==> config.mk <==
export PLATFORM = sky130hd
export DESIGN_NAME = width_fifo_flat
export DESIGN_NICKNAME = d
export VERILOG_FILES = /design/src/rtl/aether_pkg.sv /design/src/rtl/aether_if.sv /design/src/rtl/width_fifo.sv /design/src/flat_wrapper.sv
export SDC_FILE = /design/constraint.sdc
export NUM_CORES = 1
export LEC_CHECK = 0
export BUFFER_PORTS_ARGS = -buffer_cell sky130_fd_sc_hd__buf_2
export CAP_MARGIN = 20
export CORE_MARGIN = 5
export CORE_UTILIZATION = 58
export CTS_CLUSTER_DIAMETER = 30
export CTS_CLUSTER_SIZE = 12
export DETAILED_ROUTE_END_ITERATION = 8
export GPL_TIMING_DRIVEN = 0
export PLACE_DENSITY = 0.9
export SYNTH_ARGS = -nofsm -noshare
export SYNTH_HDL_FRONTEND = slang
export SYNTH_SLANG_ARGS = --single-unit
export TNS_END_PERCENT = 1
==> constraint.sdc <==
create_clock -name clk_i -period 2.3 [get_ports clk_i]
set_input_delay 0.46 -clock clk_i [delete_from_list [all_inputs] [get_ports clk_i]]
set_output_delay 0.46 -clock clk_i [all_outputs]
set_load 0.005 [all_outputs]
==> src/rtl/aether_pkg.sv <==
package aether_pkg;

  // ------------------------------------------------
  // Datapath widths and sizes
  // ------------------------------------------------
  localparam int DataWidth      = 8;   // Activation and weight bytes
  localparam int WordWidth      = 16;  // Host and memory word
  localparam int KernelTaps     = 9;   // 3x3 kernel
  localparam int MaxMatrixSize  = 16;  // Max columns per row
  localparam int MemDepth       = 256; // Activation memory words
  localparam int MemAddrBits    = 8;
  localparam int ResultAddrBits = 8;   // Up to 14x14 outputs

  // ------------------------------------------------
  // Host opcodes and state encodings
  // ------------------------------------------------
  typedef enum logic [3:0] {
    OP_NOP          = 4'd0,
    OP_SET_ADDR     = 4'd1, // param_2 is start address
    OP_SET_SIZE     = 4'd2, // param_2[4:0] is matrix size
    OP_LOAD_WEIGHTS = 4'd3, // 5 words from start address
    OP_RUN_CONV     = 4'd4,
    OP_READ_STATUS  = 4'd5,
    OP_READ_RESULT  = 4'd6, // param_2 is result index
    OP_WRITE_MEM    = 4'd7  // param_1 0 restarts at address 0
  } opcode_e;

  // Who consumes the current read burst
  typedef enum logic [1:0] {
    TGT_NONE    = 2'd0,
    TGT_WEIGHTS = 2'd1,
    TGT_CONV    = 2'd2
  } mem_target_e;

  typedef enum logic [1:0] {
    CS_IDLE = 2'd0,
    CS_RUN  = 2'd1,
    CS_DONE = 2'd2  // One cycle, gives the done strobe
  } conv_state_e;

endpackage

==> src/rtl/aether_if.sv <==
`timescale 1ns/1ps

// Read burst stream from activation memory to the byte FIFO
interface mem_rd_if;
  import aether_pkg::*;

  logic                   start; // One-cycle request, latches addr and count
  logic [MemAddrBits-1:0] addr;  // First word
  logic [MemAddrBits-1:0] count; // Words in burst
  logic                   full;  // FIFO short of two free words
  logic [WordWidth-1:0]   data;
  logic                   valid; // One cycle after each read
  logic                   done;  // With the last valid word

  modport requester (
    output start, addr, count,
    input  done
  );

  modport memory (
    input  start, addr, count, full,
    output data, valid, done
  );

  modport sink (
    input  data, valid,
    output full
  );

endinterface

==> src/rtl/width_fifo.sv <==
`timescale 1ns/1ps

module width_fifo (
  input  logic                             clk_i,
  input  logic                             arst_n_i,
  input  logic                             flush_i,
  mem_rd_if.sink                           mem,
  output logic [aether_pkg::DataWidth-1:0] byte_o,
  output logic                             byte_valid_o
);
  import aether_pkg::*;

  logic [WordWidth-1:0] buf_q [4]; // 4 words
  logic [1:0]           wr_ptr_q;
  logic [1:0]           rd_ptr_q;
  logic                 hi_q;      // Low byte already sent
  logic [2:0]           count_q;   // Words held
  logic                 pop_word;

  assign byte_valid_o = (count_q != 3'd0);
  assign byte_o   = hi_q ? buf_q[rd_ptr_q][WordWidth-1:DataWidth]
                         : buf_q[rd_ptr_q][DataWidth-1:0];
  assign pop_word = byte_valid_o && hi_q;   // High byte leaves, word freed
  assign mem.full = (count_q >= 3'd3);      // Room for the read in flight

  always_ff @(posedge clk_i)
  begin
    if (mem.valid)
      buf_q[wr_ptr_q] <= mem.data;
  end

  always_ff @(posedge clk_i or negedge arst_n_i)
  begin
    if (!arst_n_i)
    begin
      wr_ptr_q <= '0;
      rd_ptr_q <= '0;
      hi_q     <= 1'b0;
      count_q  <= '0;
    end
    else if (flush_i)
    begin
      wr_ptr_q <= '0;
      rd_ptr_q <= '0;
      hi_q     <= 1'b0;
      count_q  <= '0;
    end
    else
    begin
      if (mem.valid)
        wr_ptr_q <= wr_ptr_q + 1'b1;
      if (byte_valid_o)
        hi_q <= !hi_q;        // Pop every cycle not empty
      if (pop_word)
        rd_ptr_q <= rd_ptr_q + 1'b1;
      count_q <= count_q + {2'b0, mem.valid} - {2'b0, pop_word};
    end
  end

endmodule

==> src/flat_wrapper.sv <==
// flat-port wrapper written by rule: the top's interface ports become plain ports
module width_fifo_flat import aether_pkg::*;
  (clk_i, arst_n_i, flush_i, byte_o, byte_valid_o, mem_data, mem_valid, mem_full);
  mem_rd_if mem_i ();
  input  logic clk_i;
  input  logic arst_n_i;
  input  logic flush_i;
  output logic [aether_pkg::DataWidth-1:0] byte_o;
  output logic byte_valid_o;
  input wire logic [$bits(mem_i.data)-1:0] mem_data;
  input wire logic [$bits(mem_i.valid)-1:0] mem_valid;
  output wire logic [$bits(mem_i.full)-1:0] mem_full;
  assign mem_i.data = mem_data;
  assign mem_i.valid = mem_valid;
  assign mem_full = mem_i.full;
  width_fifo u_core (.clk_i(clk_i), .arst_n_i(arst_n_i), .flush_i(flush_i), .mem(mem_i), .byte_o(byte_o), .byte_valid_o(byte_valid_o));
endmodule
==> reports/qor.csv <==
metric,value,unit
worstSetupStartpointType,register,
synth_cells,141,
hold_path.class,in -> reg,
floorplan.initialDensity,0.589,
gr-usage-all-layers,0.176,
timing.fmax,423,MHz
synth.largest_area_cell,sky130_fd_sc_hd__edfxtp_1,
combPwrFrac,0.317,
finalSetupViolCount,8,
cts_inserted_buffers,9,
worst-endpoint-required,1.84,ns
yosys_warnings,0,
vias,1453,
synth-seq-cells,72,
grt.met2_usage,0.306,
drcViolationCount,0,
timing.setup.tns,-0.398,ns
post-route-period-util,1.03,
drt_iter0_drc,88,
post_synth_num_cell_types,26,
place.port_buffers,28,
synthesis.area_per_instance,21.1,um^2
dp_hpwl,3350,um
synth.top_cells.by_area,"sky130_fd_sc_hd__edfxtp_1, sky130_fd_sc_hd__mux4_1, sky130_fd_sc_hd__dfrtp_1",
detail_route.first_pass.iterations,4,
tritoncts,built,
top_level_ports,30,
net_count_after_synthesis,169,
total_leakage_power,1.28,nW
run_status,"finished, violations left",
share_clk_of_total_power,0.246,
power.share.sequential,0.437,
globalRouteMet1Util,0.206,
clk_path_buf_depth,2,
failed_checks,setup timing,
maximum_number_of_pins_on_one_net_before_global_route_repair,17,
worst_vdd_ir,0.554,mV
critPathKind,reg -> out,
layoutNonFillerInstCount,262,
internal-power,2.66,mW
whs,0.339,ns
clock_insertion_delay_worst_skew,0.34,ns
post_synth_instance_area,2970,um^2
p_switching,0.941,mW
area_delta_synth_final,17.0,%
max_cap_viol_count,0,
relSlewSlack,0.434,
edff_count_synth,64,
drive_gt1_frac,0.391,
yosysSeqAreaShare,0.714,
clock_pin_slew_reported_for_the_worst_setup_and_hold_paths_after_clock_tree_synthesis,0.07,ns
cellPowerDensity,1040,nW/um^2
p_sw_frac,0.261,
rsz_0062_raised_after_global_routing,yes,
finalHoldViolCount,0,
numClockSinks,72,
totalWireLength,5190,um
global_route.peak_usage_layer,met2,
die_width,81.6,um
worstPathMaxFanout,8,
insertedDiodeCount,0,
area_share_of_the_largest_cell_type_after_synthesis,0.647,
worst_slew_pin_slew,0.850,ns
drtAntennaViolNets,0,
postSynth.asyncResetShare,0.111,
nets,215,
design.die.area,6660,um^2
grt_util_met3,0.0680,
first_global_vias,1552,
design_area,3480,um^2
placed_cell_count,239,
core_region_area,5040,um^2
drv_slew,0,
antenna_found_initial,0,
final_critical_path_setup_slack,-0.0617,ns
worst_ep_arrival_time,1.90,ns
finalCriticalPeriod,2.36,ns
top_reg_cell_synth,sky130_fd_sc_hd__edfxtp_1,
total_power,3.60,mW
drt-wirelength-per-cell,19.8,um
placementRows,26,
clock_tree_root_buffer_cell,sky130_fd_sc_hd__clkbuf_8,
clock_tree.htree_level_count,3,
number_of_vias_per_cell_after_detailed_routing,5.55,
globalRouteOverflowTotal,0,
die_height,81.6,um
gp_congestion,0.673,
post_dp_cell_area,3200,um^2
grt_first_pass_wirelength,8090,um
setup.worst_path.end_class,primary output,
timing.clock.skew,0.00529,ns
## critical path: stages (launching register included)
cell                      delay, ns
sky130_fd_sc_hd__dfrtp_1       0.36
sky130_fd_sc_hd__buf_8         0.15
sky130_fd_sc_hd__buf_4         0.13
sky130_fd_sc_hd__mux4_1        0.53
sky130_fd_sc_hd__mux2_2        0.27
sky130_fd_sc_hd__buf_2         0.12
## sequential cells by signal (all words and copies together) (netlist names)
signal,count
u_core.buf_q,64
u_core.count_q,3
u_core.hi_q,1
u_core.rd_ptr_q,2
u_core.wr_ptr_q,2
## kinds of logic after synthesis
logic type,count (synthesis),synth area share
compound gates,3,0.00758
xor+xnor,2,0.00590
fa+ha+maj,8,0.0362
buf+inv,12,0.0240
flops,72,0.714
mux,27,0.183
simple gates,17,0.0295
## power by group through the flow
| stage | logic [mW] | registers, mW | clock network, mW |
|---|---|---|---|
| finish | 1.14 | 1.57 | 0.888 |
| floorplan | 0.671 | 1.58 | 0 |
| detailed placement | 0.934 | 1.60 | 0 |
| global placement | 0.891 | 1.59 | 0 |
| CTS | 1.11 | 1.57 | 0.902 |
| global route | 1.24 | 1.58 | 0.970 |
## metrics by stage
stage | utilization | setup slack, ns
2_1_floorplan | - | 0.293
3_3_place_gp | 0.634 | 0.0224
6_report | 0.690 | -0.0617
3_5_place_dp | 0.634 | -0.0451
4_1_cts | 0.688 | -0.0826
5_1_grt | 0.690 | -0.135
## cells in the mapped netlist, drive strengths merged, types with 2 or more instances
cell    instances
inv             6
dfrtp           8
mux4           16
edfxtp         64
clkbuf          2
mux2           10
nor2            6
nor2b           3
buf             4
and2            4
ha              7
## repair_timing
action	CTS	global route
endpoints found under the setup margin	9	10
resized for setup	10	8
hold endpoints to repair	8	0
hold buffers	1	0
setup buffers	6	0
## per-layer routing
metal,vias to the layer above,routed length [um]
li1,648,-
met1,751,1990
met2,49,2820
met3,5,320
met4,0,60
met5,-,0
## cells in the final DEF, fill, tap and decap left out, types with 2 or more instances in the layout
cell / Yosys / layout
sky130_fd_sc_hd__and2_1: 4 / 4
sky130_fd_sc_hd__buf_12: 1 / 2
sky130_fd_sc_hd__buf_2: 2 / 21
sky130_fd_sc_hd__buf_4: 0 / 6
sky130_fd_sc_hd__buf_6: 1 / 8
sky130_fd_sc_hd__clkbuf_1: 2 / 4
sky130_fd_sc_hd__clkbuf_8: 0 / 11
sky130_fd_sc_hd__clkinv_2: 0 / 2
sky130_fd_sc_hd__dfrtp_1: 8 / 8
sky130_fd_sc_hd__edfxtp_1: 64 / 64
sky130_fd_sc_hd__ha_1: 7 / 7
sky130_fd_sc_hd__inv_1: 6 / 6
sky130_fd_sc_hd__mux2_2: 3 / 3
sky130_fd_sc_hd__mux2_4: 7 / 7
sky130_fd_sc_hd__mux4_1: 9 / 3
sky130_fd_sc_hd__mux4_2: 7 / 13
sky130_fd_sc_hd__nor2_1: 6 / 6
sky130_fd_sc_hd__nor2b_1: 3 / 3
## final cells by class
cell class | instances | area [um^2]
flip-flops and latches | 72 | 2120
fillers | 332 | 1570
multi-input cells | 57 | 756
repair buffers | 35 | 251
clock buffers | 13 | 159
well taps | 70 | 87.6
plain buffers | 6 | 61.3
inverters | 6 | 22.5
clock inverters | 3 | 17.5
## final timing paths
path,from,end,slack (ns),cells past startpoint
worst max register to register,u_core.hi_q,u_core.count_q[2],0.16,10
worst max-delay path,u_core.rd_ptr_q[0],byte_o[7],-0.06,5
worst min register to register,u_core.wr_ptr_q[1],u_core.wr_ptr_q[1],0.60,2
min in group asynchronous,arst_n_i,u_core.count_q[2],0.48,2
worst min-delay path,mem_data[3],u_core.buf_q[1][3],0.34,1
max in group asynchronous,arst_n_i,u_core.hi_q,1.66,2
Note: power is estimated with default switching activity, not from simulation.
