[src/rtl/aether_pkg.sv]
package aether_pkg;

  // ------------------------------------------------
  // Datapath widths and sizes
  // ------------------------------------------------
  localparam int DataWidth      = 8;   // Activation and weight bytes
  localparam int WordWidth      = 16;  // Host and memory word
  localparam int KernelTaps     = 9;   // 3x3 kernel
  localparam int MaxMatrixSize  = 16;  // Max columns per row
  localparam int MemDepth       = 256; // Activation memory words
  localparam int MemAddrBits    = 8;
  localparam int ResultAddrBits = 8;   // Up to 14x14 outputs

  // ------------------------------------------------
  // Host opcodes and state encodings
  // ------------------------------------------------
  typedef enum logic [3:0] {
    OP_NOP          = 4'd0,
    OP_SET_ADDR     = 4'd1, // param_2 is start address
    OP_SET_SIZE     = 4'd2, // param_2[4:0] is matrix size
    OP_LOAD_WEIGHTS = 4'd3, // 5 words from start address
    OP_RUN_CONV     = 4'd4,
    OP_READ_STATUS  = 4'd5,
    OP_READ_RESULT  = 4'd6, // param_2 is result index
    OP_WRITE_MEM    = 4'd7  // param_1 0 restarts at address 0
  } opcode_e;

  // Who consumes the current read burst
  typedef enum logic [1:0] {
    TGT_NONE    = 2'd0,
    TGT_WEIGHTS = 2'd1,
    TGT_CONV    = 2'd2
  } mem_target_e;

  typedef enum logic [1:0] {
    CS_IDLE = 2'd0,
    CS_RUN  = 2'd1,
    CS_DONE = 2'd2  // One cycle, gives the done strobe
  } conv_state_e;

endpackage

[src/rtl/aether_if.sv]
`timescale 1ns/1ps

// Read burst stream from activation memory to the byte FIFO
interface mem_rd_if;
  import aether_pkg::*;

  logic                   start; // One-cycle request, latches addr and count
  logic [MemAddrBits-1:0] addr;  // First word
  logic [MemAddrBits-1:0] count; // Words in burst
  logic                   full;  // FIFO short of two free words
  logic [WordWidth-1:0]   data;
  logic                   valid; // One cycle after each read
  logic                   done;  // With the last valid word

  modport requester (
    output start, addr, count,
    input  done
  );

  modport memory (
    input  start, addr, count, full,
    output data, valid, done
  );

  modport sink (
    input  data, valid,
    output full
  );

endinterface

[src/rtl/aether_engine_mem.sv]
`timescale 1ns/1ps

module aether_engine_mem (
  input  logic                             clk_i,
  input  logic                             arst_n_i,
  input  logic                             wr_en_i,
  input  logic                             wr_first_i, // Restart at address 0
  input  logic [aether_pkg::WordWidth-1:0] wr_data_i,
  mem_rd_if.memory                         mem
);
  import aether_pkg::*;

  logic [WordWidth-1:0]   ram [MemDepth];
  logic [MemAddrBits-1:0] wr_ptr_q;
  logic [MemAddrBits-1:0] waddr;
  logic [MemAddrBits-1:0] rd_addr_q;
  logic [MemAddrBits-1:0] remain_q;  // Words left in burst
  logic                   rd_fire;

  assign waddr   = wr_first_i ? '0 : wr_ptr_q;
  assign rd_fire = (remain_q != '0) && !mem.full; // Stall on full FIFO

  // ------------------------------------------------
  // Storage, host write and read data
  // ------------------------------------------------
  always_ff @(posedge clk_i)
  begin
    if (wr_en_i)
      ram[waddr] <= wr_data_i;
    if (rd_fire)
      mem.data <= ram[rd_addr_q];
  end

  always_ff @(posedge clk_i or negedge arst_n_i)
  begin
    if (!arst_n_i)
      wr_ptr_q <= '0;
    else if (wr_en_i)
      wr_ptr_q <= waddr + 1'b1; // Auto increment
  end

  // ------------------------------------------------
  // Burst reader
  // ------------------------------------------------
  always_ff @(posedge clk_i or negedge arst_n_i)
  begin
    if (!arst_n_i)
    begin
      rd_addr_q <= '0;
      remain_q  <= '0;
      mem.valid <= 1'b0;
      mem.done  <= 1'b0;
    end
    else
    begin
      mem.valid <= rd_fire;
      mem.done  <= rd_fire && (remain_q == MemAddrBits'(1));
      if (mem.start)
      begin
        rd_addr_q <= mem.addr;
        remain_q  <= mem.count;
      end
      else if (rd_fire)
      begin
        rd_addr_q <= rd_addr_q + 1'b1;
        remain_q  <= remain_q - 1'b1;
      end
    end
  end

endmodule

[src/flat_wrapper.sv]
// flat-port wrapper written by rule: the top's interface ports become plain ports
module aether_engine_mem_flat import aether_pkg::*;
  (clk_i, arst_n_i, wr_en_i, wr_first_i, wr_data_i, mem_start, mem_addr, mem_count, mem_full, mem_data, mem_valid, mem_done);
  mem_rd_if mem_i ();
  input  logic clk_i;
  input  logic arst_n_i;
  input  logic wr_en_i;
  input  logic wr_first_i;
  input  logic [aether_pkg::WordWidth-1:0] wr_data_i;
  input wire logic [$bits(mem_i.start)-1:0] mem_start;
  input wire logic [$bits(mem_i.addr)-1:0] mem_addr;
  input wire logic [$bits(mem_i.count)-1:0] mem_count;
  input wire logic [$bits(mem_i.full)-1:0] mem_full;
  output wire logic [$bits(mem_i.data)-1:0] mem_data;
  output wire logic [$bits(mem_i.valid)-1:0] mem_valid;
  output wire logic [$bits(mem_i.done)-1:0] mem_done;
  assign mem_i.start = mem_start;
  assign mem_i.addr = mem_addr;
  assign mem_i.count = mem_count;
  assign mem_i.full = mem_full;
  assign mem_data = mem_i.data;
  assign mem_valid = mem_i.valid;
  assign mem_done = mem_i.done;
  aether_engine_mem u_core (.clk_i(clk_i), .arst_n_i(arst_n_i), .wr_en_i(wr_en_i), .wr_first_i(wr_first_i), .wr_data_i(wr_data_i), .mem(mem_i));
endmodule
[config.mk]
export PLATFORM = sky130hd
export DESIGN_NAME = aether_engine_mem_flat
export DESIGN_NICKNAME = d
export VERILOG_FILES = /design/src/rtl/aether_pkg.sv /design/src/rtl/aether_if.sv /design/src/rtl/aether_engine_mem.sv /design/src/flat_wrapper.sv
export SDC_FILE = /design/constraint.sdc
export NUM_CORES = 2
export LEC_CHECK = 0
export BUFFER_PORTS_ARGS = -buffer_cell sky130_fd_sc_hd__buf_4
export CORE_ASPECT_RATIO = 0.75
export CORE_MARGIN = 2
export CORE_UTILIZATION = 45
export DETAILED_ROUTE_END_ITERATION = 10
export PLACE_DENSITY = 0.69
export SLEW_MARGIN = 25
export SYNTH_ARGS = -nofsm -noshare
export SYNTH_HDL_FRONTEND = slang
export SYNTH_SLANG_ARGS = --single-unit
[constraint.sdc]
create_clock -name clk_i -period 3.7 [get_ports clk_i]
set_input_delay 0 -clock clk_i [delete_from_list [all_inputs] [get_ports clk_i]]
set_output_delay 0 -clock clk_i [all_outputs]
set_load 0.005 [all_outputs]
==> flow_metrics.env <==
export IMPL_reg2reg_from="u_core.rd_addr_q[4]"
export IMPL_grt_max_degree=153
export IMPL_grt_ovfl_total=0
export IMPL_required_ps=4390
export IMPL_grt_util_all_layers=0.258
export IMPL_r2r_setup_slack_ps=-60
export IMPL_synth_top_area_share=0.772
export IMPL_avgSynthCellArea_um2=21.6
export IMPL_worst_r2r_endpoint="u_core.mem.data[3]"
export IMPL_cts_setup_buffers=0
export IMPL_slew_headroom=0.175
export IMPL_clockBufferDepth=4
export IMPL_outcome="finished, violations left"
export IMPL_firstDrtPassIters=8
export IMPL_combPwrFrac=0.122
export IMPL_initial_utilization=0.452
export IMPL_synth_most_common_cell="edfxtp_1"
export IMPL_synth_common_cells="4,112 x edfxtp_1, 865 x mux4_2, 431 x mux2i_1"
export IMPL_io_buffer_count=55
export IMPL_final_area_um2=184000
export IMPL_period_share=1.02
export IMPL_powerDensity_nw_per_um2=554
export IMPL_hold_depth=2
export IMPL_cts_max_level=5
export IMPL_drt_iter0_markers=16800
export IMPL_setup_violations_final=6
export IMPL_cts_tree="yes"
export IMPL_layout_drive_gt1_share=0.276
export IMPL_pre_cts_ws_ps=-304
export IMPL_nFillCells=26700
export IMPL_holdWs_ps=95.1
export IMPL_synthArstFlopShare=0.00628
export IMPL_die_area_um2=360000
export IMPL_seqCellArea_um2=124000
export IMPL_die_w_um=692
export IMPL_rows=189
export IMPL_violations="setup timing"
export IMPL_core_area_um2=354000
export IMPL_crit_start="u_core.rd_addr_q[4]"
export IMPL_drv_cap=0
export IMPL_clockPowerShare=0.369
export IMPL_switching_power_mw=24.8
export IMPL_crit_path_end="u_core.mem.data[3]"
export IMPL_clkTransAtPathRegs_ps=70
export IMPL_syn_nets=7462
export IMPL_syn_area_um2=160000
export IMPL_cts_root_buf="clkbuf_16"
export IMPL_synthesis_yosys_warnings=0
export IMPL_synthCells=7416
export IMPL_cp_max_fo=20
export IMPL_peakVddDrop_v=0.000471
export IMPL_finalMaxSlewViolations=0
export IMPL_grt_pass1_vias=82200
export IMPL_power_mw=102
export IMPL_rsz0062_at_grt="yes"
export IMPL_route_antenna_remaining_nets=0
export IMPL_syn_to_final_growth_pct=15.1
export IMPL_synth_edff_count=4112
export IMPL_ys_flop_type="edfxtp_1"
export IMPL_dr_total_vias=86300
export IMPL_nNetsFinal=8350
export IMPL_ys_seq_area_frac=0.777
export IMPL_grt_pass1_wl_um=653000
export IMPL_synth_area_leader_cell="edfxtp_1"
export IMPL_fin_crit_ps=3760
export IMPL_place_gp_congestion=0.931
export IMPL_intPower_mw=77.1
export IMPL_reg2reg_depth=8
export IMPL_ios=56
export IMPL_hold_viol_final=0
export IMPL_fin_ws_ps=-63.9
export IMPL_ys_ff_latch=4138
export IMPL_netSwitchingFraction=0.243
export IMPL_dpl_cell_area_um2=171000
export IMPL_routed_via_density=6.49
export IMPL_worstSetupStartpointType="register"
export IMPL_cts_buffers=361
export IMPL_numClockSinks=4138
export IMPL_ys_types=72
export IMPL_p_leak_nw=58.4
export IMPL_worst_pin_slew_ps=1240
export IMPL_remaining_drc_errors=0
export IMPL_placed_cells=12500
export IMPL_post_layout_nonfiller_instances=13300
export IMPL_multi_input_area_um2=33200
export IMPL_worstPathArrival_ps=4450
export IMPL_ys_top_cells_by_area="edfxtp_1 77%, mux4_2 12%, mux2i_1 2.7%, a22oi_1 0.72%, nor2_1 0.70%"
export IMPL_hp_class="input port to register"
export IMPL_clk_latency_ps=960
export IMPL_die_height_um=520
export IMPL_cp_end_kind="register"
export IMPL_path_class="register to register"
export IMPL_detail_route_wl_per_cell_um=35.6
export IMPL_drt_wl_total_um=473000
export IMPL_seqPwrFrac=0.509
export IMPL_antenna_found_initial=31
export IMPL_hpwl_um=295000
export IMPL_max_freq_mhz=266
export IMPL_skew_ps=92.0
## worst min-delay path by stage
stage                            start                 end  slack, ps
final                     wr_data_i[8]    u_core.ram[6][8]        100
after global routing      wr_data_i[8]   u_core.ram[22][8]         80
after floorplan               arst_n_i     u_core.mem.done       -300
after CTS                 wr_data_i[8]    u_core.ram[6][8]         40
after global placement        arst_n_i  u_core.remain_q[4]         20
after detailed placement      arst_n_i  u_core.remain_q[4]         20
## state kept, by name, indices dropped and copies added (netlist names)
register / cells
u_core.ram: 4096
u_core.mem.data: 16
u_core.rd_addr_q: 8
u_core.remain_q: 8
u_core.wr_ptr_q: 8
u_core.mem.done: 1
u_core.mem.valid: 1
## kinds of logic (layout without fill, tap and decap cells)
| group | count (synthesis) | in the layout | synth area share |
|---|---|---|---|
| flops | 4138 | 4138 | 0.777 |
| mux | 1311 | 1311 | 0.150 |
| compound gates | 804 | 804 | 0.0348 |
| simple gates | 680 | 680 | 0.0184 |
| buf+inv | 459 | 1640 | 0.0185 |
| xor+xnor | 16 | 16 | 0.000877 |
| fa+ha+maj | 8 | 8 | 0.000626 |
| other cells | 0 | 18 | 0 |
## per-layer routing
layer,vias up,track usage,wire length (um)
li1,33000,-,-
met1,45200,0.376,179000
met2,7063,0.362,201000
met3,954,0.0887,75200
met4,16,0.0871,18000
met5,-,0,102
## metrics by stage
stage,setup TNS (ps),util
floorplan,0,-
global placement,-1360,0.485
detailed placement,-777,0.485
CTS,0,0.520
global route,-12.4,0.520
finish,-152,0.520
## cells in the final DEF (no fill, tap or decap), types with 73 or more instances in the layout
master and instances:
o21ai_0 77, buf_12 118, a221oi_1 73, clkbuf_16 372, buf_4 749, mux2i_1 429
edfxtp_1 4112, mux4_2 865, a21oi_1 198, nand2_1 180, clkbuf_1 88, a22oi_1 151
dlygate4sd3_1 84, clkinv_1 81, nor2_1 241
## layout make-up
class | count | share of cell area
tap | 4679 | 0.0318
sequential | 4138 | 0.675
clock buffer | 462 | 0.0526
inverter | 12 | 0.000272
multi-input combinational | 2819 | 0.180
clock inverter | 194 | 0.00996
timing repair buffer | 972 | 0.0497
antenna | 18 | 0.000245
## power by group through the flow
stage	clock network (mW)	registers, mW	logic [mW]
after detailed placement	0	52.9	11.9
after floorplan	0	52.7	6.28
final	37.6	51.9	12.4
after global placement	0	52.9	11.7
after global routing	39.6	51.9	12.7
after CTS	37.8	51.9	12.0
## worst max-delay path, stage by stage, from the launching register on
cell and delay [ps]:
dfrtp_4 670, nor2_2 500, buf_4 310, nand2_1 630, o22ai_1 410, a211oi_1 80
o21ai_0 260, o211a_1 490, o32ai_1 120
## timing repair
action / 4_1_cts / 5_1_grt
hold endpoints to repair: 2423 / 0
setup endpoints to repair: 7 / 10
pin swaps: 0 / 0
hold buffers: 85 / 0
gates resized for setup: 11 / 18
No activity file was read; power rests on OpenSTA's default activity.
