### config.mk
export PLATFORM = sky130hd
export DESIGN_NAME = aether_engine_decoder_flat
export DESIGN_NICKNAME = d
export VERILOG_FILES = /design/src/rtl/aether_pkg.sv /design/src/rtl/aether_if.sv /design/src/rtl/aether_engine_decoder.sv /design/src/flat_wrapper.sv
export SDC_FILE = /design/constraint.sdc
export NUM_CORES = 1
export LEC_CHECK = 0
export ABC_AREA = 1
export BUFFER_PORTS_ARGS = -buffer_cell sky130_fd_sc_hd__buf_2
export CORE_MARGIN = 4
export CORE_UTILIZATION = 40
export CTS_BUF_LIST = sky130_fd_sc_hd__clkbuf_4
export CTS_CLUSTER_SIZE = 16
export DETAILED_ROUTE_END_ITERATION = 7
export GPL_TIMING_DRIVEN = 0
export PLACE_DENSITY = 0.71
export SETUP_SLACK_MARGIN = 0.15
export SLEW_MARGIN = 10
export SYNTH_ARGS = -nofsm -noshare
export SYNTH_HDL_FRONTEND = slang
export SYNTH_SLANG_ARGS = --single-unit
### constraint.sdc
create_clock -name clk_i -period 3.4 [get_ports clk_i]
set_input_delay 0 -clock clk_i [delete_from_list [all_inputs] [get_ports clk_i]]
set_output_delay 0 -clock clk_i [all_outputs]
set_load 0.02 [all_outputs]
### src/rtl/aether_pkg.sv
package aether_pkg;

  // ------------------------------------------------
  // Datapath widths and sizes
  // ------------------------------------------------
  localparam int DataWidth      = 8;   // Activation and weight bytes
  localparam int WordWidth      = 16;  // Host and memory word
  localparam int KernelTaps     = 9;   // 3x3 kernel
  localparam int MaxMatrixSize  = 16;  // Max columns per row
  localparam int MemDepth       = 256; // Activation memory words
  localparam int MemAddrBits    = 8;
  localparam int ResultAddrBits = 8;   // Up to 14x14 outputs

  // ------------------------------------------------
  // Host opcodes and state encodings
  // ------------------------------------------------
  typedef enum logic [3:0] {
    OP_NOP          = 4'd0,
    OP_SET_ADDR     = 4'd1, // param_2 is start address
    OP_SET_SIZE     = 4'd2, // param_2[4:0] is matrix size
    OP_LOAD_WEIGHTS = 4'd3, // 5 words from start address
    OP_RUN_CONV     = 4'd4,
    OP_READ_STATUS  = 4'd5,
    OP_READ_RESULT  = 4'd6, // param_2 is result index
    OP_WRITE_MEM    = 4'd7  // param_1 0 restarts at address 0
  } opcode_e;

  // Who consumes the current read burst
  typedef enum logic [1:0] {
    TGT_NONE    = 2'd0,
    TGT_WEIGHTS = 2'd1,
    TGT_CONV    = 2'd2
  } mem_target_e;

  typedef enum logic [1:0] {
    CS_IDLE = 2'd0,
    CS_RUN  = 2'd1,
    CS_DONE = 2'd2  // One cycle, gives the done strobe
  } conv_state_e;

endpackage

### src/rtl/aether_if.sv
`timescale 1ns/1ps

// Read burst stream from activation memory to the byte FIFO
interface mem_rd_if;
  import aether_pkg::*;

  logic                   start; // One-cycle request, latches addr and count
  logic [MemAddrBits-1:0] addr;  // First word
  logic [MemAddrBits-1:0] count; // Words in burst
  logic                   full;  // FIFO short of two free words
  logic [WordWidth-1:0]   data;
  logic                   valid; // One cycle after each read
  logic                   done;  // With the last valid word

  modport requester (
    output start, addr, count,
    input  done
  );

  modport memory (
    input  start, addr, count, full,
    output data, valid, done
  );

  modport sink (
    input  data, valid,
    output full
  );

endinterface

### src/rtl/aether_engine_decoder.sv
`timescale 1ns/1ps

module aether_engine_decoder (
  input  logic                                  clk_i,
  input  logic                                  arst_n_i,
  input  aether_pkg::opcode_e                   opcode_i,
  input  logic [3:0]                            param_1_i,
  input  logic [aether_pkg::WordWidth-1:0]      param_2_i,
  mem_rd_if.requester                           mem,
  output logic                                  wr_en_o,
  output logic                                  wr_first_o,
  output logic [aether_pkg::WordWidth-1:0]      wr_data_o,
  output logic                                  wgt_en_o,
  output logic                                  conv_en_o,
  input  logic                                  byte_valid_i,
  input  logic                                  wgt_full_i,   // Ninth tap stored
  output logic                                  conv_start_o,
  input  logic                                  conv_done_i,
  output logic [4:0]                            size_o,
  output logic [aether_pkg::ResultAddrBits-1:0] result_idx_o,
  input  logic [aether_pkg::WordWidth-1:0]      result_i,
  output logic [aether_pkg::WordWidth-1:0]      data_o,
  output logic                                  interrupt_o
);
  import aether_pkg::*;

  logic                   busy_q;
  logic                   res_valid_q;  // Results from a finished run
  logic                   rd_active_q;  // Burst still streaming
  mem_target_e            target_q;
  logic [MemAddrBits-1:0] start_addr_q;
  logic [4:0]             size_q;
  logic [9:0]             px_total;
  logic [MemAddrBits-1:0] conv_words;

  // Bytes per run, rounded up to whole words
  assign px_total   = 10'(size_q) * 10'(size_q);
  assign conv_words = MemAddrBits'((px_total + 10'd1) >> 1);

  // Host writes go straight to memory, 2 cycles after presentation
  assign wr_en_o      = (opcode_i == OP_WRITE_MEM) && !busy_q;
  assign wr_first_o   = (param_1_i == 4'd0);
  assign wr_data_o    = param_2_i;
  assign result_idx_o = param_2_i[ResultAddrBits-1:0];

  assign wgt_en_o     = byte_valid_i && (target_q == TGT_WEIGHTS);
  assign conv_en_o    = byte_valid_i && (target_q == TGT_CONV);
  assign size_o       = size_q;
  assign interrupt_o  = busy_q;

  always_ff @(posedge clk_i or negedge arst_n_i)
  begin
    if (!arst_n_i)
    begin
      busy_q       <= 1'b0;
      res_valid_q  <= 1'b0;
      rd_active_q  <= 1'b0;
      target_q     <= TGT_NONE;
      start_addr_q <= '0;
      size_q       <= 5'd3;
      data_o       <= '0;
      conv_start_o <= 1'b0;
      mem.start    <= 1'b0;
      mem.addr     <= '0;
      mem.count    <= '0;
    end
    else
    begin
      mem.start    <= 1'b0;
      conv_start_o <= 1'b0;
      if (mem.start)
        rd_active_q <= 1'b1;
      else if (mem.done)
        rd_active_q <= 1'b0;

      // ------------------------------------------------
      // End of load or run
      // ------------------------------------------------
      if ((target_q == TGT_WEIGHTS) && wgt_full_i)
      begin
        busy_q   <= 1'b0;
        target_q <= TGT_NONE;
      end
      if ((target_q == TGT_CONV) && conv_done_i)
      begin
        busy_q      <= 1'b0;
        target_q    <= TGT_NONE;
        res_valid_q <= 1'b1;
      end

      // Reads are served even while busy
      case (opcode_i)
        OP_READ_STATUS: data_o <= {3'b0, size_q, 5'b0, rd_active_q, res_valid_q, busy_q};
        OP_READ_RESULT: data_o <= result_i;
        default: ;
      endcase

      if (!busy_q)
      begin
        case (opcode_i)
          OP_SET_ADDR: start_addr_q <= param_2_i[MemAddrBits-1:0];
          OP_SET_SIZE:
            if ((param_2_i[4:0] >= 5'd3) && (param_2_i[4:0] <= 5'(MaxMatrixSize)))
              size_q <= param_2_i[4:0]; // Out of range sizes dropped
          OP_LOAD_WEIGHTS:
          begin
            mem.start <= 1'b1;
            mem.addr  <= start_addr_q;
            mem.count <= MemAddrBits'((KernelTaps + 1) / 2); // 9 bytes in 5 words
            target_q  <= TGT_WEIGHTS;
            busy_q    <= 1'b1;
          end
          OP_RUN_CONV:
          begin
            mem.start    <= 1'b1;
            mem.addr     <= start_addr_q;
            mem.count    <= conv_words;
            conv_start_o <= 1'b1;
            target_q     <= TGT_CONV;
            busy_q       <= 1'b1;
            res_valid_q  <= 1'b0;
          end
          default: ;
        endcase
      end
    end
  end

endmodule

### src/flat_wrapper.sv
// flat-port wrapper written by rule: the top's interface ports become plain ports
module aether_engine_decoder_flat import aether_pkg::*;
  (clk_i, arst_n_i, opcode_i, param_1_i, param_2_i, wr_en_o, wr_first_o, wr_data_o, wgt_en_o, conv_en_o, byte_valid_i, wgt_full_i, conv_start_o, conv_done_i, size_o, result_idx_o, result_i, data_o, interrupt_o, mem_start, mem_addr, mem_count, mem_done);
  mem_rd_if mem_i ();
  input  logic clk_i;
  input  logic arst_n_i;
  input  aether_pkg::opcode_e opcode_i;
  input  logic [3:0] param_1_i;
  input  logic [aether_pkg::WordWidth-1:0] param_2_i;
  output logic wr_en_o;
  output logic wr_first_o;
  output logic [aether_pkg::WordWidth-1:0] wr_data_o;
  output logic wgt_en_o;
  output logic conv_en_o;
  input  logic byte_valid_i;
  input  logic wgt_full_i;
  output logic conv_start_o;
  input  logic conv_done_i;
  output logic [4:0] size_o;
  output logic [aether_pkg::ResultAddrBits-1:0] result_idx_o;
  input  logic [aether_pkg::WordWidth-1:0] result_i;
  output logic [aether_pkg::WordWidth-1:0] data_o;
  output logic interrupt_o;
  output wire logic [$bits(mem_i.start)-1:0] mem_start;
  output wire logic [$bits(mem_i.addr)-1:0] mem_addr;
  output wire logic [$bits(mem_i.count)-1:0] mem_count;
  input wire logic [$bits(mem_i.done)-1:0] mem_done;
  assign mem_start = mem_i.start;
  assign mem_addr = mem_i.addr;
  assign mem_count = mem_i.count;
  assign mem_i.done = mem_done;
  aether_engine_decoder u_core (.clk_i(clk_i), .arst_n_i(arst_n_i), .opcode_i(opcode_i), .param_1_i(param_1_i), .param_2_i(param_2_i), .mem(mem_i), .wr_en_o(wr_en_o), .wr_first_o(wr_first_o), .wr_data_o(wr_data_o), .wgt_en_o(wgt_en_o), .conv_en_o(conv_en_o), .byte_valid_i(byte_valid_i), .wgt_full_i(wgt_full_i), .conv_start_o(conv_start_o), .conv_done_i(conv_done_i), .size_o(size_o), .result_idx_o(result_idx_o), .result_i(result_i), .data_o(data_o), .interrupt_o(interrupt_o));
endmodule
==> results.py <==
metrics = {
    "worst_setup_path": {
        "path_buf_inv": 3,
        "crit_type": "reg2reg",
        "worstPathRequired_ns": 3.69,
        "slowest_stage": "dfstp_2",
        "start_kind": "flip-flop",
        "slowest_delay_ns": 0.58,
        "cp-end-kind": "flip-flop",
        "arrival_ns": 3.39,
        "crit_family": "adder cells",
        "path_cells": "buf_8, nand2_4, fa_1, fa_1, inv_1, ha_4, a31o_4, ha_4, nand2_2, inv_2, a21oi_2, nand3b_1, nand3_1, nand2_1",
        "critPathMaxFanout": 6,
    },
    "sta": {
        "period_minus_slack_ns": 3.10,
        "setup_viol": 0,
        "min_period_over_period_pct": 91.2,
        "skew_ns": 0.00674,
        "hold_viol": 0,
        "tightest_slew_ns": 0.641,
        "fmax_mhz": 322,
        "relSlewSlack_pct": 57.3,
        "fin_tns_setup_ns": 0,
        "slew_violations": 0,
        "rsz0062_at_grt": "no",
    },
    "yosys": {
        "synth_common_cells": "nand2_1 (96), dfrtp_1 (50), inv_1 (38)",
        "netlist_instances": 335,
        "synth-edff-count": 0,
        "syn_area_per_cell_um2": 8.51,
        "ys_types": 33,
        "synth_fp_nets": 392,
        "synthDominantCellAreaShare_pct": 43.9,
        "synth_top_cell_by_area": "dfrtp_1",
        "seq_area_frac_synth_pct": 45.7,
        "yosysWarnings": 0,
        "synthTopCellsByArea": "dfrtp_1 (44%), nand2_1 (13%), buf_4 (6.6%)",
        "netlist_area_um2": 2850,
        "async_flop_share_pct": 100,
        "synthFlopType": "dfrtp_1",
        "synth_seq_cells": 52,
        "yosysMostFrequentCell": "nand2_1",
    },
    "route": {
        "postRouteAntennaNets": 0,
        "dr.pass1.iters": 4,
        "dr_total_vias": 2633,
        "drtIter0Drc": 103,
        "drc_errors": 0,
        "met1_length_um": 3360,
        "wl_um": 7460,
        "wl_met3_um": 554,
        "dr_wl_met2_um": 3520,
        "wire_per_inst_um": 12.9,
        "routed_via_density": 4.54,
        "top_layer_used": "met4",
    },
    "die": {
        "rows": 30,
        "core_um2": 6870,
        "die_w_um": 92.4,
        "die_area_um2": 8540,
        "die_y_um": 92.4,
        "start_util_pct": 41.5,
        "num_io_pins": 114,
    },
    "hold_path": {
        "hp-class": "in2reg",
    },
    "layout": {
        "area_growth_pct": 40.9,
        "drive_above_1_share_pct": 38.4,
        "nets": 540,
        "final_util_pct": 58.5,
        "antenna_cells": 0,
    },
    "clock_network": {
        "path_clk_slew_ns": 0.16,
        "root_buffer": "clkbuf_4",
        "cts_max_level": 2,
        "clock_latency_ns": 0.38,
        "cts_tree": "done",
        "cts-buffers-inserted": 5,
        "cts.sinks": 52,
        "cts_buffer_depth": 2,
    },
    "pwr": {
        "max-vdd-ir-drop_mv": 0.373,
        "p_leak_nw": 2.27,
        "total_power_mw": 2.48,
        "pwr_density_cell_nw_per_um2": 617,
    },
    "placed_design": {
        "gp_routability_congestion": 0.839,
        "port_buffers": 105,
        "hpwlAfterDp_um": 5230,
    },
    "status": {
        "status": "completed",
    },
    "global_routing": {
        "grt_overflow": 0,
        "grt_max_degree": 53,
        "grt_use_total_pct": 17.7,
        "grt_pass1_wl_um": 12300,
        "antenna_found_initial": 0,
        "grt_pass1_vias": 2651,
    },
    "flow_run": {
        "maxCapViolCount": 0,
    },
}
[metrics by stage]
step / hold WS, ns / setup WS [ns] / area (um^2) / instances
after global routing: 0.0406 / 0.161 / 4020 / 580
after CTS: 0.00511 / 0.159 / 3930 / 576
after global placement: 0.187 / 0.123 / 3510 / 536
final: 0.0390 / 0.298 / 4020 / 580
after floorplan: -0.296 / 0.159 / 2860 / 335
after detailed placement: 0.189 / 0.0280 / 3510 / 536
[cell families after synthesis]
kind of cell	count (synthesis)	share of synthesized area, %
xor+xnor	1	0.307
buf+inv	75	13.9
simple gates	150	24.0
fa+ha+maj	11	5.36
mux	3	1.19
compound gates	43	9.48
flops	52	45.7
[power breakdown]
| part | internal, mW | switching [mW] | leakage, nW |
|---|---|---|---|
| clock network | 0.157 | 0.205 | 0.0418 |
| registers | 0.829 | 0.140 | 0.659 |
| logic | 0.471 | 0.675 | 1.57 |
| total | 1.46 | 1.02 | 2.27 |
[final cells by class]
type,count,area (um^2)
plain buffers,32,254
clock buffers,5,37.5
clock inverters,3,46.3
fillers,602,2850
inverters,43,166
multi-input cells,208,1210
flip-flops and latches,52,1300
well taps,96,120
repair buffers,141,876
[sequential cells by signal, indices dropped and copies added (netlist names)]
register,count
u_core.data_o,16
u_core.mem.addr,8
u_core.mem.count,8
u_core.start_addr_q,8
u_core.size_o,5
u_core.target_q,2
u_core.conv_start_o,1
u_core.interrupt_o,1
u_core.mem.start,1
u_core.rd_active_q,1
u_core.res_valid_q,1
[placed cells by master (no fill, tap or decap), drive strengths merged]
cell type,netlist,layout
o21bai,1,1
mux2,3,3
ha,9,9
nand3,18,18
a31o,1,1
clkbuf,4,8
fa,2,2
nand4,2,2
o21ai,28,28
a21oi,5,5
bufinv,0,1
a22o,8,8
dlygate4sd3,0,31
buf,28,139
dfrtp,50,50
dfstp,2,2
nor4,2,2
clkinvlp,0,1
nand2,100,100
nand3b,1,1
nor3,2,2
xnor2,1,1
nor2,25,25
inv,43,44
[per-layer routing]
layer / track usage [%] / vias up
li1: - / 1329
met2: 31.0 / 101
met4: 2.97 / 0
met3: 3.98 / 3
met1: 22.6 / 1200
met5: 0 / -
[worst reg2reg max path, cell delays in order (launching register included)]
cell and delay (ns):
dfstp_2 0.58, buf_8 0.12, nand2_4 0.06, fa_1 0.57, fa_1 0.42, inv_1 0.11
ha_4 0.20, a31o_4 0.22, ha_4 0.26, nand2_2 0.07, inv_2 0.05, a21oi_2 0.14
nand3b_1 0.10, nand3_1 0.08, nand2_1 0.05
[final timing paths]
| kind | slack (ns) | cells past startpoint | to | from |
|---|---|---|---|---|
| max in group asynchronous | 2.79 | 2 | u_core.size_o[4] | arst_n_i |
| min reg2reg | 0.49 | 2 | u_core.mem.addr[5] | u_core.start_addr_q[5] |
| max | 0.30 | 14 | u_core.mem.count[6] | u_core.size_o[1] |
| min in group asynchronous | 0.19 | 2 | u_core.data_o[0] | arst_n_i |
| max reg2reg | 0.30 | 14 | u_core.mem.count[6] | u_core.size_o[1] |
| min | 0.04 | 4 | u_core.target_q[0] | opcode_i[2] |
[what timing repair did]
action | CTS | global route
hold buffers | 31 | 0
cloned | 0 | 0
pin swaps | 1 | 10
endpoints found under the setup margin | 3 | 3
setup buffers | 1 | 4
hold endpoints to repair | 84 | 0
gates resized for setup | 5 | 13
No activity file was read; power rests on OpenSTA's default activity.
