<file path="config.mk">
export PLATFORM = sky130hd
export DESIGN_NAME = conv_weight_store
export DESIGN_NICKNAME = d
export VERILOG_FILES = /design/src/rtl/aether_pkg.sv /design/src/rtl/conv_weight_store.sv
export SDC_FILE = /design/constraint.sdc
export NUM_CORES = 1
export LEC_CHECK = 0
export BUFFER_PORTS_ARGS = -buffer_cell sky130_fd_sc_hd__buf_2
export CORE_ASPECT_RATIO = 0.5
export CORE_UTILIZATION = 43
export DETAILED_ROUTE_END_ITERATION = 10
export GPL_TIMING_DRIVEN = 0
export HOLD_SLACK_MARGIN = 0.1
export PLACE_DENSITY = 0.78
export SLEW_MARGIN = 20
export SYNTH_ARGS = -nofsm -noshare
export SYNTH_HDL_FRONTEND = slang
export SYNTH_SLANG_ARGS = --single-unit
</file>
<file path="constraint.sdc">
create_clock -name clk_i -period 2.6 [get_ports clk_i]
set_input_delay 0.39 -clock clk_i [delete_from_list [all_inputs] [get_ports clk_i]]
set_output_delay 0.39 -clock clk_i [all_outputs]
set_load 0.01 [all_outputs]
</file>
<file path="src/rtl/aether_pkg.sv">
package aether_pkg;

  // ------------------------------------------------
  // Datapath widths and sizes
  // ------------------------------------------------
  localparam int DataWidth      = 8;   // Activation and weight bytes
  localparam int WordWidth      = 16;  // Host and memory word
  localparam int KernelTaps     = 9;   // 3x3 kernel
  localparam int MaxMatrixSize  = 16;  // Max columns per row
  localparam int MemDepth       = 256; // Activation memory words
  localparam int MemAddrBits    = 8;
  localparam int ResultAddrBits = 8;   // Up to 14x14 outputs

  // ------------------------------------------------
  // Host opcodes and state encodings
  // ------------------------------------------------
  typedef enum logic [3:0] {
    OP_NOP          = 4'd0,
    OP_SET_ADDR     = 4'd1, // param_2 is start address
    OP_SET_SIZE     = 4'd2, // param_2[4:0] is matrix size
    OP_LOAD_WEIGHTS = 4'd3, // 5 words from start address
    OP_RUN_CONV     = 4'd4,
    OP_READ_STATUS  = 4'd5,
    OP_READ_RESULT  = 4'd6, // param_2 is result index
    OP_WRITE_MEM    = 4'd7  // param_1 0 restarts at address 0
  } opcode_e;

  // Who consumes the current read burst
  typedef enum logic [1:0] {
    TGT_NONE    = 2'd0,
    TGT_WEIGHTS = 2'd1,
    TGT_CONV    = 2'd2
  } mem_target_e;

  typedef enum logic [1:0] {
    CS_IDLE = 2'd0,
    CS_RUN  = 2'd1,
    CS_DONE = 2'd2  // One cycle, gives the done strobe
  } conv_state_e;

endpackage

</file>
<file path="src/rtl/conv_weight_store.sv">
`timescale 1ns/1ps

module conv_weight_store (
  input  logic                                    clk_i,
  input  logic                                    arst_n_i,
  input  logic                                    shift_i,
  input  logic [aether_pkg::DataWidth-1:0]        byte_i,
  output logic signed [aether_pkg::DataWidth-1:0] weights_o [aether_pkg::KernelTaps],
  output logic                                    loaded_o   // Ninth tap in
);
  import aether_pkg::*;

  logic [DataWidth-1:0] taps_q [KernelTaps];
  logic [3:0]           cnt_q;  // Bytes seen in this burst
  logic                 take;

  // Tenth byte of the burst is the unused high byte
  assign take = shift_i && (cnt_q < 4'(KernelTaps));

  // New bytes enter at the top, first byte ends at tap 0
  always_ff @(posedge clk_i)
  begin
    if (take)
    begin
      for (int i = 0; i < KernelTaps - 1; i++)
        taps_q[i] <= taps_q[i+1];
      taps_q[KernelTaps-1] <= byte_i;
    end
  end

  always_ff @(posedge clk_i or negedge arst_n_i)
  begin
    if (!arst_n_i)
    begin
      cnt_q    <= '0;
      loaded_o <= 1'b0;
    end
    else
    begin
      loaded_o <= take && (cnt_q == 4'(KernelTaps - 1));
      if (shift_i)
        cnt_q <= (cnt_q == 4'(KernelTaps)) ? 4'd0 : cnt_q + 4'd1; // Ready for next load
    end
  end

  always_comb
  begin
    for (int i = 0; i < KernelTaps; i++)
      weights_o[i] = $signed(taps_q[i]);
  end

endmodule

</file>
==> impl_metrics.py, run 1 <==
metrics = {
    "floorplan": {
        "die_w_um": 107.4,
        "die-area_um2": 5875,
        "core_um2": 5135,
        "row_count": 18,
        "fp.dieH_um": 54.70,
        "ioPinCount": 84,
        "initial_core_util_pct": 46.52,
    },
    "place": {
        "io_buffers": 83,
        "place_hpwl_um": 2610,
        "gp_congestion": 0.6337,
        "pre_cts_ws_ps": 942.3,
    },
    "cts": {
        "htree_levels": 3,
        "cts_sinks": 77,
        "cts_tree": "done",
        "post_cts_buffers": 0,
        "hold_buffers": 1,
        "clock-root-buffer": "clkbuf_8",
        "clk_path_buf_depth": 2,
        "numCtsBuffers": 9,
        "cts.reportedPaths.clkPinSlew_ps": 80,
        "post_cts_resized": 0,
        "clk_latency_ps": 330,
    },
    "synthesis": {
        "syn_inst": 93,
        "synth_cell_types": 17,
        "ys_seq_area_share_pct": 95.76,
        "syn_nets": 104,
        "ys_warn_count": 0,
        "synth-seq-cells": 77,
        "synth.avg_cell_area_um2": 25.68,
        "syn-cell-area_um2": 2389,
    },
    "setup_path": {
        "cp-end-kind": "register",
        "critPathKind": "reg -> reg",
        "cp.required_ps": 2610,
        "path_max_fanout": 62,
        "start_kind": "register",
        "cp.arrival_ps": 1680,
    },
    "job": {
        "drv_cap": 0,
    },
    "global_routing": {
        "grt_overflow": 0,
        "antenna_found_initial": 0,
        "grt_max_degree": 63,
        "grt_pass1_vias": 1125,
        "grtUsageTotal_pct": 14.60,
        "grt_pass1_wl_um": 5685,
    },
    "route": {
        "antenna_left": 0,
        "viasPerCell": 4.561,
        "drtIter0Drc": 45,
        "dr.pass1.iters": 4,
        "wl_per_cell_um": 14.75,
        "vias": 1204,
        "wl_um": 3894,
        "drc": 0,
    },
    "cells_and_area": {
        "synthToLayoutAreaGrowth_pct": 32.74,
        "antenna_cells": 0,
        "fillCellCount": 394,
        "regArea_um2": 2287,
        "multi_input_area_um2": 103.9,
        "fin_nets": 200,
        "drive_gt1_share_pct": 52.06,
    },
    "timing": {
        "period_minus_slack_ps": 1666,
        "setup_violations": 0,
        "rsz0062_at_grt": "no",
        "slew_violations": 0,
        "max_freq_ghz": 0.6002,
        "hold_viol": 0,
        "finClkSkew_ps": 6.747,
        "relSlewSlack_pct": 80.39,
        "tns_ps": 0,
        "worst_slew_pin_slew_ps": 294.2,
        "min_period_over_period_pct": 64.08,
        "hold_slack_ps": 225.6,
        "setup_ws_ps": 933.8,
    },
    "run_status": {
        "status": "completed",
    },
    "hold_path": {
        "hold_class": "in -> reg",
    },
    "power": {
        "p_leak_nw": 1.261,
        "cellPowerDensity_nw_per_um2": 1156,
        "vdd_drop_max_uv": 451.7,
        "p_total_mw": 3.666,
    },
}
through the flow:
stage / cells / area, um2 / utilization [%]
after CTS: 264 / 3171 / 61.74
after floorplan: 93 / 2390 / -
final: 264 / 3171 / 61.74
after detailed placement: 247 / 2922 / 56.90
after global routing: 264 / 3171 / 61.74
after global placement: 246 / 2893 / 56.34
Yosys cell counts, drive strengths merged:
cell / instances / area [um2]
edfxtp: 72 / 2162
dfrtp: 5 / 125.1
nand2: 2 / 7.510
nor2b: 2 / 15.02
o21ai: 2 / 10.00
a21o: 1 / 7.510
and2: 1 / 6.260
and3: 1 / 6.260
and4b: 1 / 10.01
nand3: 1 / 5.000
nor2: 1 / 3.750
nor3: 1 / 5.000
o31ai: 1 / 7.510
xnor2: 1 / 8.760
xor2: 1 / 8.760
per-layer routing:
| metal | global-route usage [%] | part of all wire, % |
|---|---|---|
| met1 | 14.25 | 40 |
| met2 | 26.02 | 51 |
| met3 | 8.333 | 7.1 |
| met4 | 7.078 | 1.7 |
| met5 | 0 | 0 |
where the power goes:
group / internal, mW / leakage (nW) / switching, mW / total, mW
Combinational: 0.250 / 0.396 / 0.398 / 0.648
Clock: 0.638 / 0.116 / 0.410 / 1.05
Sequential: 1.80 / 0.749 / 0.167 / 1.97
final timing paths:
check | startpoint | end | slack (ps) | depth (start not counted)
max | cnt_q[0]$_DFFE_PN0P_ | taps_q[0][46]$_DFFE_PP_ | 930 | 3
min reg2reg | taps_q[0][41]$_DFFE_PP_ | taps_q[0][33]$_DFFE_PP_ | 440 | 0
max in group asynchronous | arst_n_i | cnt_q[2]$_DFFE_PN0P_ | 2080 | 2
min in group asynchronous | arst_n_i | cnt_q[3]$_DFFE_PN0P_ | 390 | 2
max reg2reg | cnt_q[0]$_DFFE_PN0P_ | taps_q[0][46]$_DFFE_PP_ | 930 | 3
min | byte_i[4] | taps_q[0][68]$_DFFE_PP_ | 230 | 1
cell usage in the layout (no fill, tap or decap), types with 2 or more instances in the layout:
cell type | netlist | layout
nand2_1 | 2 | 2
clkbuf_8 | 0 | 9
dfrtp_1 | 5 | 5
edfxtp_1 | 72 | 72
buf_2 | 0 | 83
bufinv_16 | 0 | 3
state kept, by name, indices dropped and copies added, names as in the netlist:
signal,flops
cnt_q,4
loaded_o,1
taps_q,72
final cells by class:
type / instances / area share [%]
Multi-Input combinational cell: 16 / 3.275
Sequential cell: 77 / 72.14
Tap cell: 70 / 2.762
Clock buffer: 10 / 4.025
Clock inverter: 6 / 3.512
Timing Repair Buffer: 85 / 14.29
cell families after synthesis:
logic type / Yosys count / share of synthesized area (%)
XOR/XNOR: 2 / 0.7335
flip-flops: 77 / 95.76
AND/OR/NAND/NOR: 10 / 2.462
AO/OA/AOI/OAI: 4 / 1.048
worst max-delay path, stage by stage (launching register included):
cell     delay (ps)
dfrtp_1         450
o31ai_1         270
and2_4          290
buf_16          300
Power figures use the tool's default switching activity.
==> run 2, diff against run 1 <==
--- a/config.mk
+++ b/config.mk
@@ -5,13 +5,14 @@
 export SDC_FILE = /design/constraint.sdc
 export NUM_CORES = 1
 export LEC_CHECK = 0
+export ABC_AREA = 1
 export BUFFER_PORTS_ARGS = -buffer_cell sky130_fd_sc_hd__buf_2
 export CORE_ASPECT_RATIO = 0.5
-export CORE_UTILIZATION = 43
+export CORE_UTILIZATION = 48
 export DETAILED_ROUTE_END_ITERATION = 10
 export GPL_TIMING_DRIVEN = 0
 export HOLD_SLACK_MARGIN = 0.1
-export PLACE_DENSITY = 0.78
+export PLACE_DENSITY = 0.82
 export SLEW_MARGIN = 20
 export SYNTH_ARGS = -nofsm -noshare
 export SYNTH_HDL_FRONTEND = slang
==> constraint.sdc (replaced) <==
create_clock -name clk_i -period 1.6 [get_ports clk_i]
set_input_delay 0.24 -clock clk_i [delete_from_list [all_inputs] [get_ports clk_i]]
set_output_delay 0.24 -clock clk_i [all_outputs]
set_load 0.01 [all_outputs]
==> run 2 against run 1 <==
Compared with the run above: fmax is 10% higher; cell area grew 1.9%; synthesized cell count up 9.7%; non-clock buffer count up 9; register-to-register slack lost 840 ps; highest routed layer unchanged.
==> impl_metrics.py, run 2 <==
metrics = {
    "global_routing": {
        "grt_overflow": 0,
        "grt_pass1_vias": 1214,
        "grt_max_degree": 65,
        "antenna_found_initial": 0,
        "grtUsageTotal_pct": 16.91,
        "grt_pass1_wl_um": 5913,
    },
    "timing": {
        "min_period_over_period_pct": 94.42,
        "period_minus_slack_ps": 1511,
        "tns_ps": 0,
        "slew_violations": 0,
        "hold_viol": 0,
        "setup_violations": 0,
        "rsz0062_at_grt": "no",
        "worst_slew_pin_slew_ps": 292.7,
        "hold_slack_ps": 238.7,
        "finClkSkew_ps": 6.455,
        "max_freq_ghz": 0.6620,
        "relSlewSlack_pct": 80.49,
    },
    "job": {
        "drv_cap": 0,
    },
    "setup_path": {
        "slowest_stage": "dfrtp_1",
        "cp-end-kind": "register",
        "critPathKind": "reg -> reg",
        "worstRegToRegCells": 4,
        "rr_endpoint": "taps_q[0][10]$_DFFE_PP_",
        "worst-path-buf-inv": 2,
        "path_max_fanout": 64,
        "cp.required_ps": 1610,
        "r2r-start": "cnt_q[0]$_DFFE_PN0P_",
        "cp.arrival_ps": 1520,
        "startpoint": "cnt_q[0]$_DFFE_PN0P_",
        "r2r_slack_ps": 90,
        "worstSetupEndpoint": "taps_q[0][10]$_DFFE_PP_",
        "critPathTopFamily": "flip-flops",
        "crit_cells": 4,
        "slowest_delay_ps": 440,
        "crit_chain": "inv_2 > nand3_2 > a21oi_4 > buf_16",
        "start_kind": "register",
    },
    "cells_and_area": {
        "largest_reg_flops": 72,
        "synthToLayoutAreaGrowth_pct": 34.64,
        "top_register": "taps_q",
        "antenna_cells": 0,
        "drive_gt1_share_pct": 50.00,
        "layout_common_cells": "83 x buf_2, 72 x edfxtp_1, 9 x clkbuf_8, 9 x dlygate4sd3_1, 6 x nor2_1",
        "fin_nets": 218,
        "layout_commonest_cell": "buf_2",
        "reg_top3": "taps_q (72), cnt_q (4), loaded_o (1)",
    },
    "synthesis": {
        "syn-cell-area_um2": 2399,
        "synth.avg_cell_area_um2": 23.52,
        "ys_seq_area_share_pct": 95.36,
        "async_flop_share_pct": 6.494,
        "synth_cell_types": 11,
        "ys_warn_count": 0,
        "synth_top_area_cell": "edfxtp_1",
        "syn_inst": 102,
        "synth_top_flop_cell": "edfxtp_1",
        "synth_top_area_share_pct": 90.14,
        "synth_edf_count": 72,
        "syn_nets": 113,
        "synth_common_cells": "72 x edfxtp_1, 6 x nor2_1, 5 x dfrtp_1, 5 x inv_1, 5 x nand2_1",
        "synth_most_common_cell": "edfxtp_1",
        "synth-seq-cells": 77,
        "synth_area_leaders": "edfxtp_1 90%, dfrtp_1 5.2%, nor2_1 0.94%",
    },
    "route": {
        "wl_per_cell_um": 14.50,
        "wl_um": 4032,
        "drtIter0Drc": 43,
        "vias": 1266,
        "dr.pass1.iters": 4,
        "antenna_left": 0,
        "drc": 0,
        "viasPerCell": 4.554,
    },
    "cts": {
        "htree_levels": 3,
        "clk_path_buf_depth": 2,
        "numCtsBuffers": 9,
        "clock-root-buffer": "clkbuf_8",
        "clk_latency_ps": 330,
        "cts_tree": "done",
        "cts_sinks": 77,
        "cts.reportedPaths.clkPinSlew_ps": 80,
    },
    "run_status": {
        "status": "completed",
    },
    "power": {
        "cellPowerDensity_nw_per_um2": 1719,
        "p_leak_nw": 1.290,
        "vdd_drop_max_uv": 726.6,
    },
    "hold_path": {
        "hold_class": "in -> async",
    },
    "place": {
        "io_buffers": 83,
        "place_hpwl_um": 2940,
        "gp_congestion": 0.9243,
    },
    "floorplan": {
        "die_w_um": 102.0,
        "fp.dieH_um": 51.99,
        "ioPinCount": 84,
        "die-area_um2": 5301,
        "core_um2": 4594,
        "initial_core_util_pct": 52.21,
        "row_count": 17,
    },
}
-- run 2: cell types whose count changed after synthesis, moves of 2 or more --
cell	change
nand3_1	+2
nor2_1	+5
nand2_1	+3
a21oi_1	+2
inv_1	+5
-- run 2: through the flow --
| step | setup WS, ps | power [mW] | area (um2) | std cells | util, % |
|---|---|---|---|---|---|
| 6_report | 89.36 | 5.550 | 3229 | 278 | 70.29 |
| 5_1_grt | 26.46 | 5.840 | 3229 | 278 | 70.29 |
| 4_1_cts | 106.7 | 5.624 | 3229 | 278 | 70.29 |
| 3_5_place_dp | -307.3 | 4.328 | 2995 | 254 | 65.20 |
| 3_3_place_gp | -953.9 | 4.094 | 2913 | 251 | 63.40 |
| 2_1_floorplan | -604.5 | 3.645 | 2415 | 102 | - |
-- run 2: cells by family after synthesis --
| group | Yosys count | share of synthesized area (%) |
|---|---|---|
| DFF | 77 | 95.36 |
| buffers and inverters | 5 | 0.7826 |
| AOI/OAI and AO/OA | 3 | 0.6258 |
| and+or+nand+nor | 16 | 2.869 |
| xor gates and xnor gates | 1 | 0.3652 |
-- run 2: final cells by class --
cell class	instances	area, um2
clock buffer	10	127.6
clock inverter	6	63.81
fill	302	1365
inverter	5	18.77
multi-input combinational	20	108.9
sequential	77	2287
tap	66	82.58
timing repair buffer	94	540.5
-- run 2: worst min-delay path by stage --
stage          startpoint                    to  slack (ps)  cells past startpoint
2_1_floorplan    arst_n_i  cnt_q[0]$_DFFE_PN0P_         -60                      0
3_3_place_gp     arst_n_i    loaded_o$_DFF_PN0_          50                      1
3_5_place_dp     arst_n_i    loaded_o$_DFF_PN0_          60                      1
4_1_cts          arst_n_i  cnt_q[0]$_DFFE_PN0P_         220                      2
5_1_grt          arst_n_i  cnt_q[0]$_DFFE_PN0P_         240                      2
6_report         arst_n_i  cnt_q[0]$_DFFE_PN0P_         240                      2
-- run 2: layer usage --
layer	GRT usage [%]	up-vias	share of wire, %
li1	-	597	-
met1	15.00	608	34
met2	31.77	56	57
met3	7.796	5	7.4
met4	10.00	0	1.2
met5	0	-	0
-- run 2: where the power goes --
part	switching, mW	leakage (nW)	internal (mW)	total [mW]
registers	0.243	0.746	2.89	3.13
logic	0.663	0.451	0.389	1.05
clock network	0.650	0.0923	0.717	1.37
-- run 2: repair_timing --
item / in CTS / in global routing
endpoints found under the hold margin: 13 / 0
endpoints found under the setup margin: 46 / 0
setup buffers: 1 / 0
resized for setup: 0 / 0
hold buffers: 9 / 0
==> run 3, diff against run 2 <==
--- a/config.mk
+++ b/config.mk
@@ -7,12 +7,14 @@
 export LEC_CHECK = 0
 export ABC_AREA = 1
 export BUFFER_PORTS_ARGS = -buffer_cell sky130_fd_sc_hd__buf_2
+export CAP_MARGIN = 20
 export CORE_ASPECT_RATIO = 0.5
 export CORE_UTILIZATION = 48
 export DETAILED_ROUTE_END_ITERATION = 10
 export GPL_TIMING_DRIVEN = 0
 export HOLD_SLACK_MARGIN = 0.1
 export PLACE_DENSITY = 0.82
+export REMOVE_ABC_BUFFERS = 1
 export SLEW_MARGIN = 20
 export SYNTH_ARGS = -nofsm -noshare
 export SYNTH_HDL_FRONTEND = slang
==> run 3 against run 2 <==
Compared with the run above: largest power group unchanged; register-to-register slack lost 40 ps; worst setup slack worse by 39 ps; power rose by 5.5%; sequential power barely moved; critical endpoint is now taps_q[0][50]$_DFFE_PP_.
==> impl_metrics.py, run 3 (synthesis results as in run 2) <==
metrics = {
    "power": {
        "p_leak_nw": 1.349,
        "vdd_drop_max_uv": 998.1,
        "cellPowerDensity_nw_per_um2": 1757,
    },
    "place": {
        "place_area_um2": 2990,
        "pre_cts_ws_ps": -166.0,
        "place_hpwl_um": 2579,
        "io_buffers": 83,
        "gp_congestion": 0.5971,
    },
    "route": {
        "dr.pass1.iters": 4,
        "drtIter0Drc": 43,
        "wl_um": 4048,
        "viasPerCell": 4.592,
        "wl_per_cell_um": 14.35,
        "drc": 0,
        "vias": 1295,
        "antenna_left": 0,
    },
    "floorplan": {
        "core_um2": 4594,
        "fp.dieH_um": 51.99,
        "die_w_um": 102.0,
        "ioPinCount": 84,
        "row_count": 17,
        "die-area_um2": 5301,
        "initial_core_util_pct": 52.21,
    },
    "timing": {
        "hold_viol": 0,
        "relSlewSlack_pct": 80.98,
        "period_minus_slack_ps": 1550,
        "setup_ws_ps": 49.96,
        "min_period_over_period_pct": 96.88,
        "max_freq_ghz": 0.6451,
        "worst_slew_pin_slew_ps": 282.6,
        "slew_violations": 0,
        "finClkSkew_ps": 7.350,
        "setup_violations": 0,
    },
    "cts": {
        "cts_tree": "done",
        "htree_levels": 3,
        "post_cts_resized": 0,
        "clk_path_buf_depth": 2,
        "clock-root-buffer": "clkbuf_8",
        "clk_latency_ps": 340,
        "cts.reportedPaths.clkPinSlew_ps": 70,
        "cts_sinks": 77,
        "numCtsBuffers": 9,
    },
    "cells_and_area": {
        "top_register": "taps_q",
        "antenna_cells": 0,
        "drive_gt1_share_pct": 48.61,
        "layout_commonest_cell": "buf_2",
        "post-route-util_pct": 72.58,
        "fin_nets": 222,
        "layout_common_cells": "83 x buf_2, 72 x edfxtp_1, 9 x clkbuf_8, 9 x dlygate4sd3_1, 6 x nor2_1",
        "reg_top3": "taps_q (72), cnt_q (4), loaded_o (1)",
        "stdcell_area_um2": 3334,
        "largest_reg_flops": 72,
        "synthToLayoutAreaGrowth_pct": 39.02,
    },
    "setup_path": {
        "slowest_delay_ps": 420,
        "crit_chain": "inv_1 > nand3_1 > a21oi_4 > buf_16 > buf_16",
        "path_max_fanout": 24,
        "cp-end-kind": "register",
        "slowest_stage": "dfrtp_1",
        "cp.arrival_ps": 1590,
        "cp_common_cell": "buf_16",
        "cp.required_ps": 1640,
        "critPathKind": "reg -> reg",
        "start_kind": "register",
    },
    "global_routing": {
        "grt_pass1_wl_um": 6072,
        "grtUsageTotal_pct": 16.89,
        "antenna_found_initial": 0,
        "grt_overflow": 0,
        "grt_pass1_vias": 1210,
        "grt_max_degree": 28,
    },
    "job": {
        "drv_cap": 0,
    },
    "hold_path": {
        "hold_class": "in -> reg",
    },
    "run_status": {
        "status": "completed",
    },
}
## run 3: changes by cell type in the layout (fill, tap and decap cells not counted), sizes merged
| cell | previous run | this run |
|---|---|---|
| buf | 85 | 88 |
| bufinv | 1 | 2 |
| clkinv | 3 | 5 |
| clkinvlp | 2 | 0 |
## run 3: worst paths after layout
kind | startpoint | endpoint | slack [ps] | cells after the start
max | cnt_q[1]$_DFFE_PN0P_ | taps_q[0][50]$_DFFE_PP_ | 50 | 5
min | shift_i | cnt_q[0]$_DFFE_PN0P_ | 200 | 3
max reg2reg | cnt_q[1]$_DFFE_PN0P_ | taps_q[0][50]$_DFFE_PP_ | 50 | 5
min reg2reg | taps_q[0][33]$_DFFE_PP_ | taps_q[0][25]$_DFFE_PP_ | 440 | 0
max in group asynchronous | arst_n_i | cnt_q[2]$_DFFE_PN0P_ | 1220 | 2
min in group asynchronous | arst_n_i | loaded_o$_DFF_PN0_ | 250 | 2
## run 3: area by class of cell
cell class	instances	area [um2]
clock buffer	9	123.9
clock inverter	7	90.09
multi-input combinational	20	103.9
inverter	5	18.77
fill	292	1260
tap	66	82.58
timing repair buffer	98	628.1
sequential	77	2287
## run 3: stage by stage
| step | TNS (ps) | cells | power (mW) | hold WS (ps) |
|---|---|---|---|---|
| after floorplan | -214820 | 102 | 3.597 | -55.59 |
| after global placement | -285560 | 251 | 3.708 | 53.34 |
| after detailed placement | -8228 | 254 | 4.284 | 57.83 |
| after CTS | 0 | 280 | 5.841 | 183.8 |
| after global routing | -106.3 | 282 | 6.151 | 211.9 |
| final | 0 | 282 | 5.857 | 201.4 |
## run 3: power by group
group          total, mW  leakage [nW]  internal (mW)  switching, mW
combinational       1.19         0.494          0.508          0.682
clock               1.55         0.108          0.870          0.681
sequential          3.12         0.746           2.89          0.231
## run 3: worst max-delay path: cells and delay by family (launching register included)
family	cells	cell delay (ps)
buffers and inverters	3	490
DFF	1	420
AOI/OAI and AO/OA	1	200
and+or+nand+nor	1	130
## run 3: repair_timing
item,CTS,global route
pin swaps,1,1
gates cloned,0,1
buffers inserted,1,1
hold buffers,9,0
endpoints found under the setup margin,51,51
hold endpoints to repair,13,0
## run 3: per-layer routing
metal	track usage [%]	part of all wire (%)	vias to the layer above
met5	0	0	-
met4	7.619	1.4	0
met3	8.602	7.0	6
met2	28.75	53	53
met1	17.83	38	630
li1	-	-	606
